**src/include/soc_params.svh**
```systemverilog
// --------------------
// System constants shared by RTL and testbench
// Bank count must stay below SOC_IRQ_BANK
// Reset hold is short for simulation only
// --------------------
`ifndef SOC_PARAMS_SVH
`define SOC_PARAMS_SVH

// Bus and CSR data width
`define SOC_DATA_W 32

// CSR word address split, bank on top
`define SOC_CSR_BANK_W 4
`define SOC_CSR_REG_W 10

// Timer banks sit at banks 0 and up
`define SOC_NUM_TIMERS 4
`define SOC_IRQ_BANK 15

// Cycles of reset after the trigger falls
`define SOC_RST_HOLD 64

`endif

```
**src/source/wb_pkg.sv**
```systemverilog
// --------------------
// System bus types, classic cyc/stb/ack strobes
// Word addressed, no byte selects and no bursts
// --------------------
`include "soc_params.svh"

package wb_pkg;

	// Request from the bus master
	// adr is bus address bits 15:2
	typedef struct packed {
		logic [`SOC_CSR_BANK_W+`SOC_CSR_REG_W-1:0] adr;
		logic [`SOC_DATA_W-1:0] dat;
		logic we;
		logic cyc;
		logic stb;
	} wb_req_t;

	// Response back to the master
	typedef struct packed {
		logic [`SOC_DATA_W-1:0] dat;
		logic ack;
	} wb_rsp_t;

endpackage

```
**src/source/csr_pkg.sv**
```systemverilog
// --------------------
// CSR side types
// Address is one word, seen raw or as bank and register
// --------------------
`include "soc_params.svh"

package csr_pkg;

	// Decoded view of a CSR word address
	typedef struct packed {
		logic [`SOC_CSR_BANK_W-1:0] bank;
		logic [`SOC_CSR_REG_W-1:0] reg_idx;
	} csr_field_t;

	// Bridge fills raw, banks read field
	typedef union packed {
		logic [`SOC_CSR_BANK_W+`SOC_CSR_REG_W-1:0] raw;
		csr_field_t field;
	} csr_addr_u;

	// One access, stb high for a single cycle
	typedef struct packed {
		csr_addr_u addr;
		logic we;
		logic [`SOC_DATA_W-1:0] wdata;
		logic stb;
	} csr_req_t;

	// Timer bank registers, CTRL bit 0 is enable
	typedef enum logic [`SOC_CSR_REG_W-1:0] {
		CTRL = 0,
		RELOAD = 1,
		COUNT = 2
	} timer_reg_e;

	// Interrupt controller registers
	typedef enum logic [`SOC_CSR_REG_W-1:0] {
		PENDING = 0,
		MASK = 1
	} irq_reg_e;

endpackage

```
**src/source/reset_gen.sv**
```systemverilog
`timescale 1ns/10ps
// --------------------
// Held system reset from a trigger
// Trigger must already be in the sys_clk domain
// Hold length set by SOC_RST_HOLD
// --------------------
`include "soc_params.svh"

module reset_gen (
	input  logic sys_clk,
	input  logic trigger_reset,
	output logic sys_rst_o,
	output logic periph_rst_n_o
);

	// Counter wide enough for the full hold
	localparam int CNT_W = $clog2(`SOC_RST_HOLD + 1);

	logic [CNT_W-1:0] hold_cnt;
	logic rst_next;

	// Still in reset while trigger high or count running
	assign rst_next = trigger_reset | (hold_cnt != '0);

	// --------------------
	// Hold counter
	// --------------------
	always_ff @(posedge sys_clk) begin
		if (trigger_reset) begin
			// Reload for as long as the trigger stays high
			hold_cnt <= CNT_W'(`SOC_RST_HOLD);
		end else if (hold_cnt != '0) begin
			hold_cnt <= hold_cnt - 1'b1;
		end
	end

	// --------------------
	// Registered outputs
	// --------------------
	always_ff @(posedge sys_clk) begin
		sys_rst_o <= rst_next;
		// Same edge as sys_rst_o, opposite polarity
		periph_rst_n_o <= ~rst_next;
	end

endmodule

```
**src/source/csr_bridge.sv**
```systemverilog
`timescale 1ns/10ps
// --------------------
// System bus to CSR bridge
// One transaction at a time with fixed latency
// Ack comes two edges after stb is sampled and lasts one cycle
// Master may only stall by holding stb low
// --------------------
`include "soc_params.svh"

module csr_bridge (
	input  logic                   sys_clk,
	input  logic                   sys_rst_i,
	input  wb_pkg::wb_req_t        wb_req_i,
	output wb_pkg::wb_rsp_t        wb_rsp_o,
	output csr_pkg::csr_req_t      csr_req_o,
	input  logic [`SOC_DATA_W-1:0] csr_rdata_i
);

	typedef enum logic [2:0] {
		S_IDLE,
		S_ACCESS,
		S_WAIT,
		S_ACK,
		S_RECOVER
	} state_t;

	state_t state;
	logic start;

	// Latched request payload
	csr_pkg::csr_addr_u addr_q;
	logic we_q;
	logic [`SOC_DATA_W-1:0] wdata_q;
	logic [`SOC_DATA_W-1:0] rdata_q;

	assign start = (state == S_IDLE) & wb_req_i.cyc & wb_req_i.stb;

	// --------------------
	// Control FSM
	// --------------------
	always_ff @(posedge sys_clk) begin
		if (sys_rst_i) begin
			state <= S_IDLE;
		end else begin
			case (state)
				S_IDLE: if (start) state <= S_ACCESS;
				// Strobe to banks for this one cycle
				S_ACCESS: state <= S_WAIT;
				// Banks register readback during this cycle
				S_WAIT: state <= S_ACK;
				S_ACK: state <= S_RECOVER;
				// Ignore stb if the master still holds it
				S_RECOVER: state <= S_IDLE;
				default: state <= S_IDLE;
			endcase
		end
	end

	// --------------------
	// Payload capture
	// --------------------
	always_ff @(posedge sys_clk) begin
		if (sys_rst_i) begin
			// Clear payload and readback
			addr_q <= '0;
			we_q <= 1'b0;
			wdata_q <= '0;
			rdata_q <= '0;
		end else begin
			if (start) begin
				addr_q.raw <= wb_req_i.adr;
				we_q <= wb_req_i.we;
				wdata_q <= wb_req_i.dat;
			end
			// OR of all banks is valid on this edge
			if (state == S_WAIT)
				rdata_q <= csr_rdata_i;
		end
	end

	// Outputs decoded from state
	always_comb begin
		csr_req_o.addr = addr_q;
		csr_req_o.we = we_q;
		csr_req_o.wdata = wdata_q;
		csr_req_o.stb = (state == S_ACCESS);
		wb_rsp_o.dat = rdata_q;
		wb_rsp_o.ack = (state == S_ACK);
	end

endmodule

```
**src/source/timer_bank.sv**
```systemverilog
`timescale 1ns/10ps
// --------------------
// Countdown timer as one CSR bank
// Auto reload, one-cycle irq pulse at zero
// RELOAD of zero pulses every cycle
// Readback zero unless this bank is read
// --------------------
`include "soc_params.svh"

module timer_bank #(
	parameter int BANK_ID = 0
) (
	input  logic                   sys_clk,
	input  logic                   sys_rst_i,
	input  csr_pkg::csr_req_t      csr_req_i,
	output logic [`SOC_DATA_W-1:0] rdata_o,
	output logic                   irq_o
);

	localparam logic [`SOC_CSR_BANK_W-1:0] BANK_SEL = BANK_ID[`SOC_CSR_BANK_W-1:0];

	logic bank_hit;
	logic wr_ctrl;
	logic wr_reload;
	logic rd_hit;

	// Register state
	logic enable;
	logic [`SOC_DATA_W-1:0] reload;
	logic [`SOC_DATA_W-1:0] count;
	logic irq_q;
	logic [`SOC_DATA_W-1:0] rdata_q;

	// --------------------
	// Address decode
	// --------------------
	assign bank_hit = csr_req_i.stb & (csr_req_i.addr.field.bank == BANK_SEL);
	assign wr_ctrl = bank_hit & csr_req_i.we
		& (csr_req_i.addr.field.reg_idx == csr_pkg::CTRL);
	assign wr_reload = bank_hit & csr_req_i.we
		& (csr_req_i.addr.field.reg_idx == csr_pkg::RELOAD);
	// COUNT has no write path
	assign rd_hit = bank_hit & ~csr_req_i.we;

	// --------------------
	// Timer core
	// --------------------
	always_ff @(posedge sys_clk) begin
		if (sys_rst_i) begin
			enable <= 1'b0;
			reload <= '0;
			count <= '0;
			irq_q <= 1'b0;
		end else begin
			irq_q <= 1'b0;
			if (wr_ctrl) begin
				// Bit 0 is enable, setting it restarts the count
				enable <= csr_req_i.wdata[0];
				if (csr_req_i.wdata[0])
					count <= reload;
			end else if (enable) begin
				if (count == '0) begin
					count <= reload;
					irq_q <= 1'b1;
				end else begin
					count <= count - 1'b1;
				end
			end
			if (wr_reload)
				reload <= csr_req_i.wdata;
		end
	end

	// --------------------
	// Readback
	// --------------------
	always_ff @(posedge sys_clk) begin
		if (sys_rst_i) begin
			rdata_q <= '0;
		end else begin
			rdata_q <= '0;
			if (rd_hit) begin
				case (csr_req_i.addr.field.reg_idx)
					csr_pkg::CTRL: rdata_q <= {{(`SOC_DATA_W-1){1'b0}}, enable};
					csr_pkg::RELOAD: rdata_q <= reload;
					csr_pkg::COUNT: rdata_q <= count;
					// Unknown index reads zero
					default: rdata_q <= '0;
				endcase
			end
		end
	end

	assign rdata_o = rdata_q;
	assign irq_o = irq_q;

endmodule

```
**src/source/irq_ctrl.sv**
```systemverilog
`timescale 1ns/10ps
// --------------------
// Interrupt controller, CSR bank SOC_IRQ_BANK
// PENDING is write-1-to-clear, new pulse wins
// irq_o lags PENDING by one cycle
// Also the read data OR for all banks
// --------------------
`include "soc_params.svh"

module irq_ctrl (
	input  logic                                          sys_clk,
	input  logic                                          sys_rst_i,
	input  csr_pkg::csr_req_t                             csr_req_i,
	input  logic [`SOC_NUM_TIMERS-1:0][`SOC_DATA_W-1:0]   bank_rdata_i,
	input  logic [`SOC_NUM_TIMERS-1:0]                    bank_irq_i,
	output logic [`SOC_DATA_W-1:0]                        rdata_o,
	output logic                                          irq_o
);

	localparam logic [`SOC_CSR_BANK_W-1:0] IRQ_BANK = `SOC_CSR_BANK_W'(`SOC_IRQ_BANK);

	logic bank_hit;
	logic wr_pending;
	logic wr_mask;

	logic [`SOC_NUM_TIMERS-1:0] pending;
	logic [`SOC_NUM_TIMERS-1:0] mask;
	logic [`SOC_NUM_TIMERS-1:0] clr_bits;
	logic irq_q;
	logic [`SOC_DATA_W-1:0] rdata_q;

	assign bank_hit = csr_req_i.stb & (csr_req_i.addr.field.bank == IRQ_BANK);
	assign wr_pending = bank_hit & csr_req_i.we
		& (csr_req_i.addr.field.reg_idx == csr_pkg::PENDING);
	assign wr_mask = bank_hit & csr_req_i.we
		& (csr_req_i.addr.field.reg_idx == csr_pkg::MASK);
	assign clr_bits = wr_pending ? csr_req_i.wdata[`SOC_NUM_TIMERS-1:0] : '0;

	// --------------------
	// Pending, mask and irq
	// --------------------
	always_ff @(posedge sys_clk) begin
		if (sys_rst_i) begin
			pending <= '0;
			mask <= '0;
			irq_q <= 1'b0;
		end else begin
			// Set after clear so a same-cycle pulse is kept
			pending <= (pending & ~clr_bits) | bank_irq_i;
			if (wr_mask)
				mask <= csr_req_i.wdata[`SOC_NUM_TIMERS-1:0];
			irq_q <= |(pending & mask);
		end
	end

	// Own readback, zero when not addressed
	always_ff @(posedge sys_clk) begin
		if (sys_rst_i) begin
			rdata_q <= '0;
		end else begin
			rdata_q <= '0;
			if (bank_hit & ~csr_req_i.we) begin
				case (csr_req_i.addr.field.reg_idx)
					csr_pkg::PENDING: rdata_q <= `SOC_DATA_W'(pending);
					csr_pkg::MASK: rdata_q <= `SOC_DATA_W'(mask);
					default: rdata_q <= '0;
				endcase
			end
		end
	end

	// --------------------
	// Read data OR
	// --------------------
	always_comb begin
		rdata_o = rdata_q;
		for (int i = 0; i < `SOC_NUM_TIMERS; i++)
			rdata_o = rdata_o | bank_rdata_i[i];
	end

	assign irq_o = irq_q;

endmodule

```
**src/source/soc_top.sv**
```systemverilog
`timescale 1ns/10ps
// --------------------
// CSR backbone top level
// Timer banks at 0 and up, irq_ctrl at SOC_IRQ_BANK
// Unmapped banks read zero
// --------------------
`include "soc_params.svh"

module soc_top (
	input  logic            sys_clk,
	input  logic            trigger_reset,
	input  wb_pkg::wb_req_t wb_req_i,
	output wb_pkg::wb_rsp_t wb_rsp_o,
	output logic            irq_o,
	output logic            periph_rst_n_o
);

	logic sys_rst;
	csr_pkg::csr_req_t csr_req;
	logic [`SOC_DATA_W-1:0] csr_rdata;
	logic [`SOC_NUM_TIMERS-1:0][`SOC_DATA_W-1:0] timer_rdata;
	logic [`SOC_NUM_TIMERS-1:0] timer_irq;

	// Reset
	reset_gen u_reset_gen (
		.sys_clk        (sys_clk),
		.trigger_reset  (trigger_reset),
		.sys_rst_o      (sys_rst),
		.periph_rst_n_o (periph_rst_n_o)
	);

	// Bus to CSR
	csr_bridge u_csr_bridge (
		.sys_clk     (sys_clk),
		.sys_rst_i   (sys_rst),
		.wb_req_i    (wb_req_i),
		.wb_rsp_o    (wb_rsp_o),
		.csr_req_o   (csr_req),
		.csr_rdata_i (csr_rdata)
	);

	// --------------------
	// Timer banks
	// --------------------
	for (genvar g = 0; g < `SOC_NUM_TIMERS; g++) begin : gen_timer
		timer_bank #(
			.BANK_ID (g)
		) u_timer_bank (
			.sys_clk   (sys_clk),
			.sys_rst_i (sys_rst),
			.csr_req_i (csr_req),
			.rdata_o   (timer_rdata[g]),
			.irq_o     (timer_irq[g])
		);
	end

	// Interrupts and read data merge
	irq_ctrl u_irq_ctrl (
		.sys_clk      (sys_clk),
		.sys_rst_i    (sys_rst),
		.csr_req_i    (csr_req),
		.bank_rdata_i (timer_rdata),
		.bank_irq_i   (timer_irq),
		.rdata_o      (csr_rdata),
		.irq_o        (irq_o)
	);

endmodule

```
**config.mk**
```make
export PLATFORM = sky130hd
export DESIGN_NAME = soc_top
export DESIGN_NICKNAME = d
export VERILOG_FILES = /design/src/source/wb_pkg.sv /design/src/source/csr_pkg.sv /design/src/source/reset_gen.sv /design/src/source/csr_bridge.sv /design/src/source/timer_bank.sv /design/src/source/irq_ctrl.sv /design/src/source/soc_top.sv
export VERILOG_INCLUDE_DIRS = /design/src /design/src/include
export SDC_FILE = /design/constraint.sdc
export NUM_CORES = 1
export LEC_CHECK = 0
export BUFFER_PORTS_ARGS = -buffer_cell sky130_fd_sc_hd__buf_2
export CORE_AREA = 5 5 260 262
export DETAILED_ROUTE_END_ITERATION = 16
export DIE_AREA = 0 0 265 267
export SYNTH_ARGS = -nofsm -noshare
export SYNTH_HDL_FRONTEND = slang
export SYNTH_SLANG_ARGS = --single-unit
```
**constraint.sdc**
```tcl
create_clock -name sys_clk -period 2.8 [get_ports sys_clk]
set_input_delay 0.14 -clock sys_clk [delete_from_list [all_inputs] [get_ports sys_clk]]
set_output_delay 0.14 -clock sys_clk [all_outputs]
set_load 0.02 [all_outputs]
```
---- Yosys cells after proc, flatten, opt, wreduce, memory -nomap -nowiden ----
Cells that the tools add are included.
storage, ports and cells
  register bits after elaboration ......... 524
  input port bits ......................... 51
  logic and storage cells ................. 152
cells by class
  add/sub/neg operators ................... 5
  equal/unequal tests ..................... 14
  multiplexer cells ....................... 28
  bitwise logic cells ..................... 47
  reductions and logical operators ........ 26
operator list
  cell                                                   number
  two-way mux 32 bit                                     16
  case mux 32 bit (3 select lines)                       4
  zero test 32 bit                                       4
  bitwise OR 32 bit                                      4
  subtractor 32 x 1 -> 32 bit (second input constant)    4
  AND 1 bit                                              27
  case mux 3 bit (4 select lines)                        1
  OR reduction 3 bit                                     4
  inverter 1 bit                                         11
  equality test 10 x 1 -> 1 bit (second input constant)  1
  equality test 10 x 2 -> 1 bit (second input constant)  1
  zero test 10 bit                                       1
  OR reduction 2 bit                                     5
  AND 4 bit                                              2
  equality test 4 x 2 -> 1 bit (second input constant)   2
  inequality test 2 bit (second input constant)          4
  case mux 4 bit (2 select lines)                        1
  AND reduction 2 bit                                    4
  nonzero test 2 bit                                     4
  nonzero test 7 bit                                     1
  subtractor 7 x 1 -> 7 bit (second input constant)      1
  equality test 3 x 2 -> 1 bit (second input constant)   2
  equality test 4 x 1 -> 1 bit (second input constant)   1
  equality test 4 bit (second input constant)            1
  11 further kinds                                       14

---- Logic depth before layout (Yosys ltp) ----
Gate-level depths: netlist (run 1).
  word-level depth ........................ 8
  mapped depth ............................ 11
  gate-level depth less buffers ........... 8

---- Cells and area by module ----
A second synthesis (run 1) with hierarchy kept.
second synthesis, totals
  cell total of the unflattened synthesis .. 2747
  area, all modules ....................... 22856.9 um^2
modules (own cells, without submodules)
  module                                       instances  cells each  area each (um^2)  seq. area each (um^2)
  timer_bank at gen_timer[1].u_timer_bank ...  2          564         4558.1            1961.9
  timer_bank at gen_timer[0].u_timer_bank      1          555         4599.4            1961.9
  timer_bank at gen_timer[3].u_timer_bank      1          565         4584.4            1961.9
  csr_bridge                                   1          357         3344.5            1641.6
  irq_ctrl                                     1          103         813.3             260.2
  reset_gen                                    1          39          399.1             180.2

---- Worst setup path after synthesis (run 1) ----
No wires, ideal clock.
  path kind ............................... reg2reg
  from .................................... register gen_timer[1].u_timer_bank.count[15]
  to ...................................... register gen_timer[1].u_timer_bank.count[18]
  setup time .............................. 0.117 ns
  arrival ................................. 2.278 ns
  slack ................................... 0.405 ns
  cell stages (with the launch flop) ...... 8
  buffers on the path ..................... 1
  period minus slack after synthesis ...... 2.395 ns
  cell sequence ........................... dfxtp_1 > or3_1 > clkbuf_1 > nand4b_4 > or4_4 > o31ai_4 > mux2_1 > a32o_1
on the way
  word-level cells in the longest chain between the ends .. 4
  elaborated cells between the ends (all ways) .. 5
ends and longest elaborated chain
  what                                                             RTL line                            RTL
  start, declared                                                  timer_bank.sv:30                    logic [`SOC_DATA_W-1:0] count;
  start signal, assigned                                           timer_bank.sv:60                    count <= reload;
  start signal, assigned                                           timer_bank.sv:63                    count <= reload;
  start signal, assigned                                           timer_bank.sv:66                    count <= count - 1'b1;
  subtractor 32 x 1 -> 32 bit or zero test 32 bit (tied branches)  timer_bank.sv:66, timer_bank.sv:62
  two-way mux 32 bit *                                             timer_bank.sv:62                    if (count == '0) begin
  two-way mux 32 bit *                                             timer_bank.sv:61                    end else if (enable) begin
  two-way mux 32 bit *                                             timer_bank.sv:56                    if (wr_ctrl) begin
Mark *: on every way between the ends. The rest lies on a longest branch, timed or not. The select of a mux whose other input is x is not followed.
A chain may end at the register's enable or synchronous reset.

---- Worst setup path in the final report (run 1) ----
  from .................................... register u_csr_bridge.state[2]
  to ...................................... register gen_timer[0].u_timer_bank.count[27]
on the way
  word-level cells in the longest chain between the ends .. 6
  elaborated cells between the ends (all ways) .. 8
ends and longest elaborated chain
  what                                                                          RTL line          RTL
  start, declared                                                               csr_bridge.sv:27  state_t state;
  start signal, assigned                                                        csr_bridge.sv:43  state <= S_IDLE;
  start signal, assigned                                                        csr_bridge.sv:46  S_IDLE: if (start) state <= S_ACCESS;
  start signal, assigned                                                        csr_bridge.sv:48  S_ACCESS: state <= S_WAIT;
  equality test 3 x 1 -> 1 bit *                                                csr_bridge.sv:86  csr_req_o.stb = (state == S_ACCESS);
  AND 1 bit *                                                                   timer_bank.sv:37  assign bank_hit = csr_req_i.stb & (csr_req_i.addr.field.bank == BANK_SEL);
  AND 1 bit *                                                                   timer_bank.sv:38  assign wr_ctrl = bank_hit & csr_req_i.we
  AND 1 bit *                                                                   timer_bank.sv:39  & (csr_req_i.addr.field.reg_idx == csr_pkg::CTRL);
  inequality test 2 bit (no source line) or nonzero test 2 bit (tied branches)  --
  AND reduction 2 bit (no source line)                                          --
  end signal, assigned                                                          timer_bank.sv:60
  end signal, assigned                                                          timer_bank.sv:63
  end signal, assigned                                                          timer_bank.sv:66
  end, declared                                                                 timer_bank.sv:30
Mark *: on every way between the ends. The rest lies on a longest branch, timed or not.

==> run metrics, run 1 <==
IO Count=86; post-synth top area share=46.7%; # setup viols final=0; critical path's largest stage delay=730 ps; power after layout=0.0154 W; worst-margin pin slew=1120 ps; filler instances=6733; GPL Wtd Cong=0.962; Synth async-reset ratio=0%; RSZ-0062 raised after global routing=no; Primary FF master, synth=dfxtp_1; Post-Place Setup Slack=243 ps; via count=20100; Tcrit/Tclk final=94.3%; clk_lat worst skew=610 ps; die height=267 µm; H-tree depth reported by CTS=2; DRC viols=0; antenna violations before repair=0; die area=70800 µm²; Tmin final=2640 ps; diode count=0; Nets=2813; Initial Util=32.7%; Setup CP Type=flop to flop; part of the Yosys area used for sequential elements=46.7%; Clock Tree Buf Depth=3; Syn Area/Cell=8.04 µm²; Placed Area=23000 µm²; vias in the first global route=19100; critical path required time=3330 ps; global-route usage over all layers=20.0%; CTS tree=built; CTS sink count=496; Synthesized Nets=2706; Synth Instances=2645; gr ovfl total=0; CP bufs+invs=0; ratio of cells with drive above 1 in the final layout=12.2%; Top Family by Delay on Critical Path=simple AND/OR/NAND/NOR gates; first-pass GRT wire length=113000 µm; Slew Limit Fails=0; final hold vios=0; setup ws final=158 ps; fmax=0.379 GHz; P&R area growth vs syn=19.7%; core box area=65200 µm²; CTS clk-pin slew, worst paths=70 ps; Worst Hold Class=input pin to flop; critical path arrival=3170 ps; biggest area consumer among synthesized cells=dfxtp_1; WL final=73000 µm; die span in x=265 µm; Slowest cell on crit path=nor2_1; status=complete, no violations; Setup crit start kind=flop; CP max FO=10; P_leak=8.56 nW; cell count after placement=3511; DRT iter0 DRCs=1917; MaxCap Viol Count=0; detailed placer's ending HPWL=51800 µm; DR pass1 iterations=6; Cell Rows=94; top cells by area in the synthesized netlist=dfxtp_1 (47%), a21oi_1 (8.1%), nand2_1 (7.5%), nor2_1 (4.6%), a22oi_1 (4.4%); Yosys cell types=71; PortBufs=85; cell breakdown of the critical path=and4bb_1 -> and4_1 -> a211o_1 -> nor2_1 -> a21oi_1 -> o22ai_1; vias per cell=5.50; total setup buffers inserted after CTS=0; worst vdd ir=519 µV; Syn Std Cell Area=21300 µm²; list of most frequent post-synthesis cells=dfxtp_1 (496), nand2_1 (426), a21oi_1 (343), nor2_1 (258), clkbuf_1 (143); Detail Route Antenna Nets=0; routed len/inst=19.9 µm; largest net degree at the start of global routing=134; TritonCTS Buffers=53; design area=25500 µm²; setup TNS=0 ps; Critical Path Sink Type=flop; FF+latch count, synth=496; Yosys warnings=0; Slew HR=24.9%; clock skew=17.2 ps; power density cells=603 nW/µm²; most common cell in the netlist=dfxtp_1; Non-Filler Instances=3660; Post-synth EDFFs=0; clock root cell=clkbuf_16
-- registers in the layout, indices dropped and copies added (netlist names) --
register	count
u_irq_ctrl.pending	4
u_csr_bridge.state	3
gen_timer.u_timer_bank.irq_o	4
gen_timer.u_timer_bank.rdata_o	128
u_irq_ctrl.irq_o	1
gen_timer.u_timer_bank.reload	128
u_reset_gen.hold_cnt	7
u_reset_gen.sys_rst_o	1
u_csr_bridge.rdata_q	32
u_csr_bridge.wdata_q	32
u_reset_gen.periph_rst_n_o	1
u_irq_ctrl.mask	4
u_csr_bridge.addr_q	14
gen_timer.u_timer_bank.enable	4
u_irq_ctrl.rdata_q	4
gen_timer.u_timer_bank.count	128
u_csr_bridge.we_q	1
-- area by class of cell --
type	instances	area [µm²]	area share (%)
tap	864	1080	4.25
timing repair buffer	245	2000	7.86
inverter	72	270	1.06
clock buffer	70	1530	6.02
clock inverter	29	370	1.45
multi-input combinational	1884	10300	40.3
sequential	496	9930	39.0
-- where the power goes --
part           internal [W]  switching [W]  total [W]
logic              0.000221       0.000373   0.000594
clock network       0.00452        0.00306    0.00758
registers           0.00711      0.0000686    0.00718
total                0.0119        0.00351     0.0154
-- cell usage in the layout (no fill, tap or decap), types with 17 or more instances in the layout --
cell type	Yosys	final
a31oi_1	17	17
nor4_1	90	87
dfxtp_1	496	495
or3_1	24	24
clkbuf_16	0	55
o21ai_0	113	113
mux2i_1	30	30
nor3_1	115	114
buf_2	33	85
dlygate4sd3_1	0	50
o22ai_1	35	35
a21oi_1	343	343
buf_12	0	20
o32ai_1	20	20
nand3_1	37	37
and2_1	17	17
a22oi_1	126	126
a211oi_1	41	39
inv_1	72	72
nand4_1	21	21
buf_4	1	90
nand2_1	426	425
nor2_1	258	255
-- stage by stage --
step | utilization [%] | hold WS, ps
global route | 39.1 | 182
finish | 39.1 | 157
detailed placement | 35.4 | 385
CTS | 39.0 | 133
global placement | 35.4 | 387
floorplan | - | 276
-- routing by layer --
layer,up-vias,track usage [%],share of wire (%)
li1,9647,-,-
met1,9610,27.5,44
met2,743,31.1,44
met3,143,3.34,6.9
met4,2,8.71,4.5
met5,-,0.811,0.10
-- logic make-up (layout without fill, tap and decap cells) --
kind of cell | count (synthesis) | in the layout | synth area share (%)
and+or+nand+nor | 1088 | 1088 | 24.2
xor gates and xnor gates | 6 | 6 | 0.247
buffers and inverters | 265 | 416 | 5.39
DFF | 496 | 496 | 46.7
muxes | 34 | 34 | 1.62
AOI/OAI and AO/OA | 746 | 746 | 21.3
adders and majority gates | 10 | 10 | 0.588
-- path summary, 6_finish.rpt --
path | start | slack, ps | end | cells past startpoint
min | wb_req_i[0] | 160 | u_csr_bridge.wdata_q[19]$_SDFFE_PP0P_ | 6
max | u_csr_bridge.state[2]$_SDFFE_PP0P_ | 160 | gen_timer[0].u_timer_bank.count[27]$_SDFFE_PP0P_ | 6
max reg2reg | u_csr_bridge.state[2]$_SDFFE_PP0P_ | 160 | gen_timer[0].u_timer_bank.count[27]$_SDFFE_PP0P_ | 6
min reg2reg | gen_timer[2].u_timer_bank.reload[16]$_SDFFE_PP0P_ | 460 | gen_timer[2].u_timer_bank.reload[16]$_SDFFE_PP0P_ | 2
-- tightest hold or removal path, stage by stage --
cell and delay (ps):
buf_2 110, nand2_1 90, nor4_2 50, buf_4 190, nand2_1 80, a21oi_1 50
-- repair_timing --
action,in CTS,in global routing
resized for setup,0,3
endpoints found under the setup margin,0,8
hold endpoints to repair,57,0
hold buffers,50,0
Note: power is estimated with default switching activity, not from simulation.
==> inputs of run 2 (changes only) <==
MAX_ROUTING_LAYER = met4   (was not set)
==> run 2 against run 1 <==
Sequential cell count did not move; final cell count about the same; hold slack got worse by 31 ps; critical path depth unchanged; sequential share of layout area increased by 0.11 points; non-clock buffer count increased by 2; via count fell by 0.89%; routed wire length fell by 0.10%; global-route usage increased by 0.47 points; first-iteration DRC count rose by 6.5%; maximum frequency barely moved; critical endpoint is now gen_timer[0].u_timer_bank.count[17]$_SDFFE_PP0P_; largest cell class unchanged; highest routed layer is now met4.
==> run metrics, run 2 (same netlist as run 1, synthesis figures left out) <==
status=complete, no violations; critical path required time=3330 ps (about the same); clk_lat worst skew=610 ps (about the same); clock skew=25.1 ps (+7.88 ps); Setup crit start kind=flop; Final Core Density=39.0% (-0.11 points); critical path startpoint=u_csr_bridge.state[2]$_SDFFE_PP0P_; CTS sink count=496 (unchanged); Setup CP Type=flop to flop; critical path arrival=3170 ps (about the same); DRC viols=0 (unchanged); Slew Limit Fails=0 (unchanged); Clock Tree Buf Depth=3 (unchanged); switching power=0.00352 W (+0.53%); antenna violations before repair=0 (unchanged); power density cells=603 nW/µm² (-0.12%); global-route usage over all layers=20.5% (+0.47 points); PortBufs=85 (unchanged); worst vdd ir=475 µV (-8.3%); Tcrit/Tclk final=94.4% (about the same); CP max FO=10 (unchanged); first-pass GRT wire length=112000 µm (-0.75%); WL final=72900 µm (-0.10%); MaxCap Viol Count=0 (unchanged); CTS tree=built; IO Count=86 (unchanged); core box area=65200 µm² (unchanged); ratio of cells with drive above 1 in the final layout=12.3% (+0.027 points); total setup buffers inserted after CTS=0 (unchanged); clock share of power=49.2% (-0.2 points); sw frac=23.0% (+0.22 points); setup TNS=0 ps (unchanged); via count=20000 (-0.89%); largest net degree at the start of global routing=205 (+53%); worst r2r src=u_csr_bridge.state[2]$_SDFFE_PP0P_; P_leak=8.56 nW (about the same); diode count=0 (unchanged); Initial Util=32.7% (unchanged); Top Family by Delay on Critical Path=simple AND/OR/NAND/NOR gates; Slew HR=28.0% (+3.1 points); Cell Rows=94 (unchanged); final hold vios=0 (unchanged); cell breakdown of the critical path=and4bb_1 -> and4_1 -> a211o_1 -> nor2_1 -> a21oi_1 -> o22ai_1; Tmin final=2640 ps (+2.44 ps); routed len/inst=19.9 µm (-0.15%); DRT iter0 DRCs=2042 (+6.5%); most frequent cells in the layout=dfxtp_1 (495), nand2_1 (426), a21oi_1 (343), nor2_1 (255), a22oi_1 (126); Nets=2816 (+0.11%); die area=70800 µm² (unchanged); fmax=0.378 GHz (about the same); filler instances=6752 (+0.28%); DR pass1 iterations=6 (unchanged); Worst Hold Class=input pin to flop; detailed placer's ending HPWL=51500 µm (-0.57%); RSZ-0062 raised after global routing=no; combinational share of power=3.9% (about the same); gr ovfl total=0 (unchanged); H-tree depth reported by CTS=2 (unchanged); vias per cell=5.45 (-0.95%); commonest non-fill, non-tap cell in the layout=dfxtp_1; HP Start=wb_req_i[0]; GPL Wtd Cong=0.961 (about the same); CP bufs+invs=0 (unchanged); die span in x=265 µm (unchanged); CTS clk-pin slew, worst paths=60 ps (about the same); vias in the first global route=18600 (-2.6%); # setup viols final=0 (unchanged); worst hold-check slack=126 ps (-31.0 ps); Sequential Power Share=46.9% (about the same); Cell Int Power=0.0118 W (-0.69%); clock root cell=clkbuf_16; Slowest cell on crit path=nor2_1; Detail Route Antenna Nets=0 (unchanged); Critical Path Sink Type=flop; worst-margin pin slew=1080 ps (-46.5 ps); TritonCTS Buffers=54 (+1.9%); P&R area growth vs syn=19.3%; critical path's largest stage delay=700 ps (-30 ps); die height=267 µm (unchanged)
[run 2: cell types whose count changed in the layout (fill, tap and decap cells not counted), sizes merged]
cell	previous run	this run
buf	195	197
bufinv	7	5
clkinv	12	17
inv	74	73
clkbuf	70	69
clkinvlp	8	7
[run 2: power groups by stage]
stage	clock (W)	sequential [W]	combinational [W]
after floorplan	0	0.00731	0.000366
final	0.00752	0.00718	0.000598
after global placement	0	0.00733	0.000537
after global routing	0.00795	0.00718	0.000663
after CTS	0.00766	0.00718	0.000593
after detailed placement	0	0.00733	0.000539
[run 2: worst paths after layout]
check,cells past startpoint,slack [ps],end
max,6,160,gen_timer[0].u_timer_bank.count[17]$_SDFFE_PP0P_
min,6,130,u_csr_bridge.wdata_q[17]$_SDFFE_PP0P_
max reg2reg,6,160,gen_timer[0].u_timer_bank.count[17]$_SDFFE_PP0P_
min reg2reg,2,460,gen_timer[2].u_timer_bank.reload[29]$_SDFFE_PP0P_
[run 2: metrics by stage]
stage	area [µm²]	total power (W)	instances	setup slack (ps)
4_1_cts	25400	0.0154	3662	171
2_1_floorplan	21300	0.00767	2645	405
5_1_grt	25400	0.0158	3662	0.331
6_report	25400	0.0153	3662	156
3_3_place_gp	23000	0.00787	3513	254
3_5_place_dp	23000	0.00787	3513	219
[run 2: layout make-up]
type	instances	area [µm²]	share of cell area (%)
sequential	496	9930	39.1
clock buffer	69	1570	6.20
clock inverter	30	319	1.26
timing repair buffer	247	1950	7.70
multi-input combinational	1884	10300	40.4
tap	864	1080	4.26
inverter	72	270	1.06
[run 2: timing repair]
action	CTS	global route
hold buffers	50	0
hold endpoints to repair	57	0
gates resized for setup	0	0
[run 2: worst min-delay path: stages]
cell     delay (ps)
buf_2           100
nand2_1          80
nor4_2           50
buf_4           180
nand2_1          80
a21oi_1          50
[run 2: routing by layer]
layer	GRT usage (%)	vias up	wire, µm
li1	-	9638	-
met1	28.0	9454	32700
met2	31.5	733	32600
met3	2.66	140	4950
met4	7.13	0	2610
met5	-	-	0
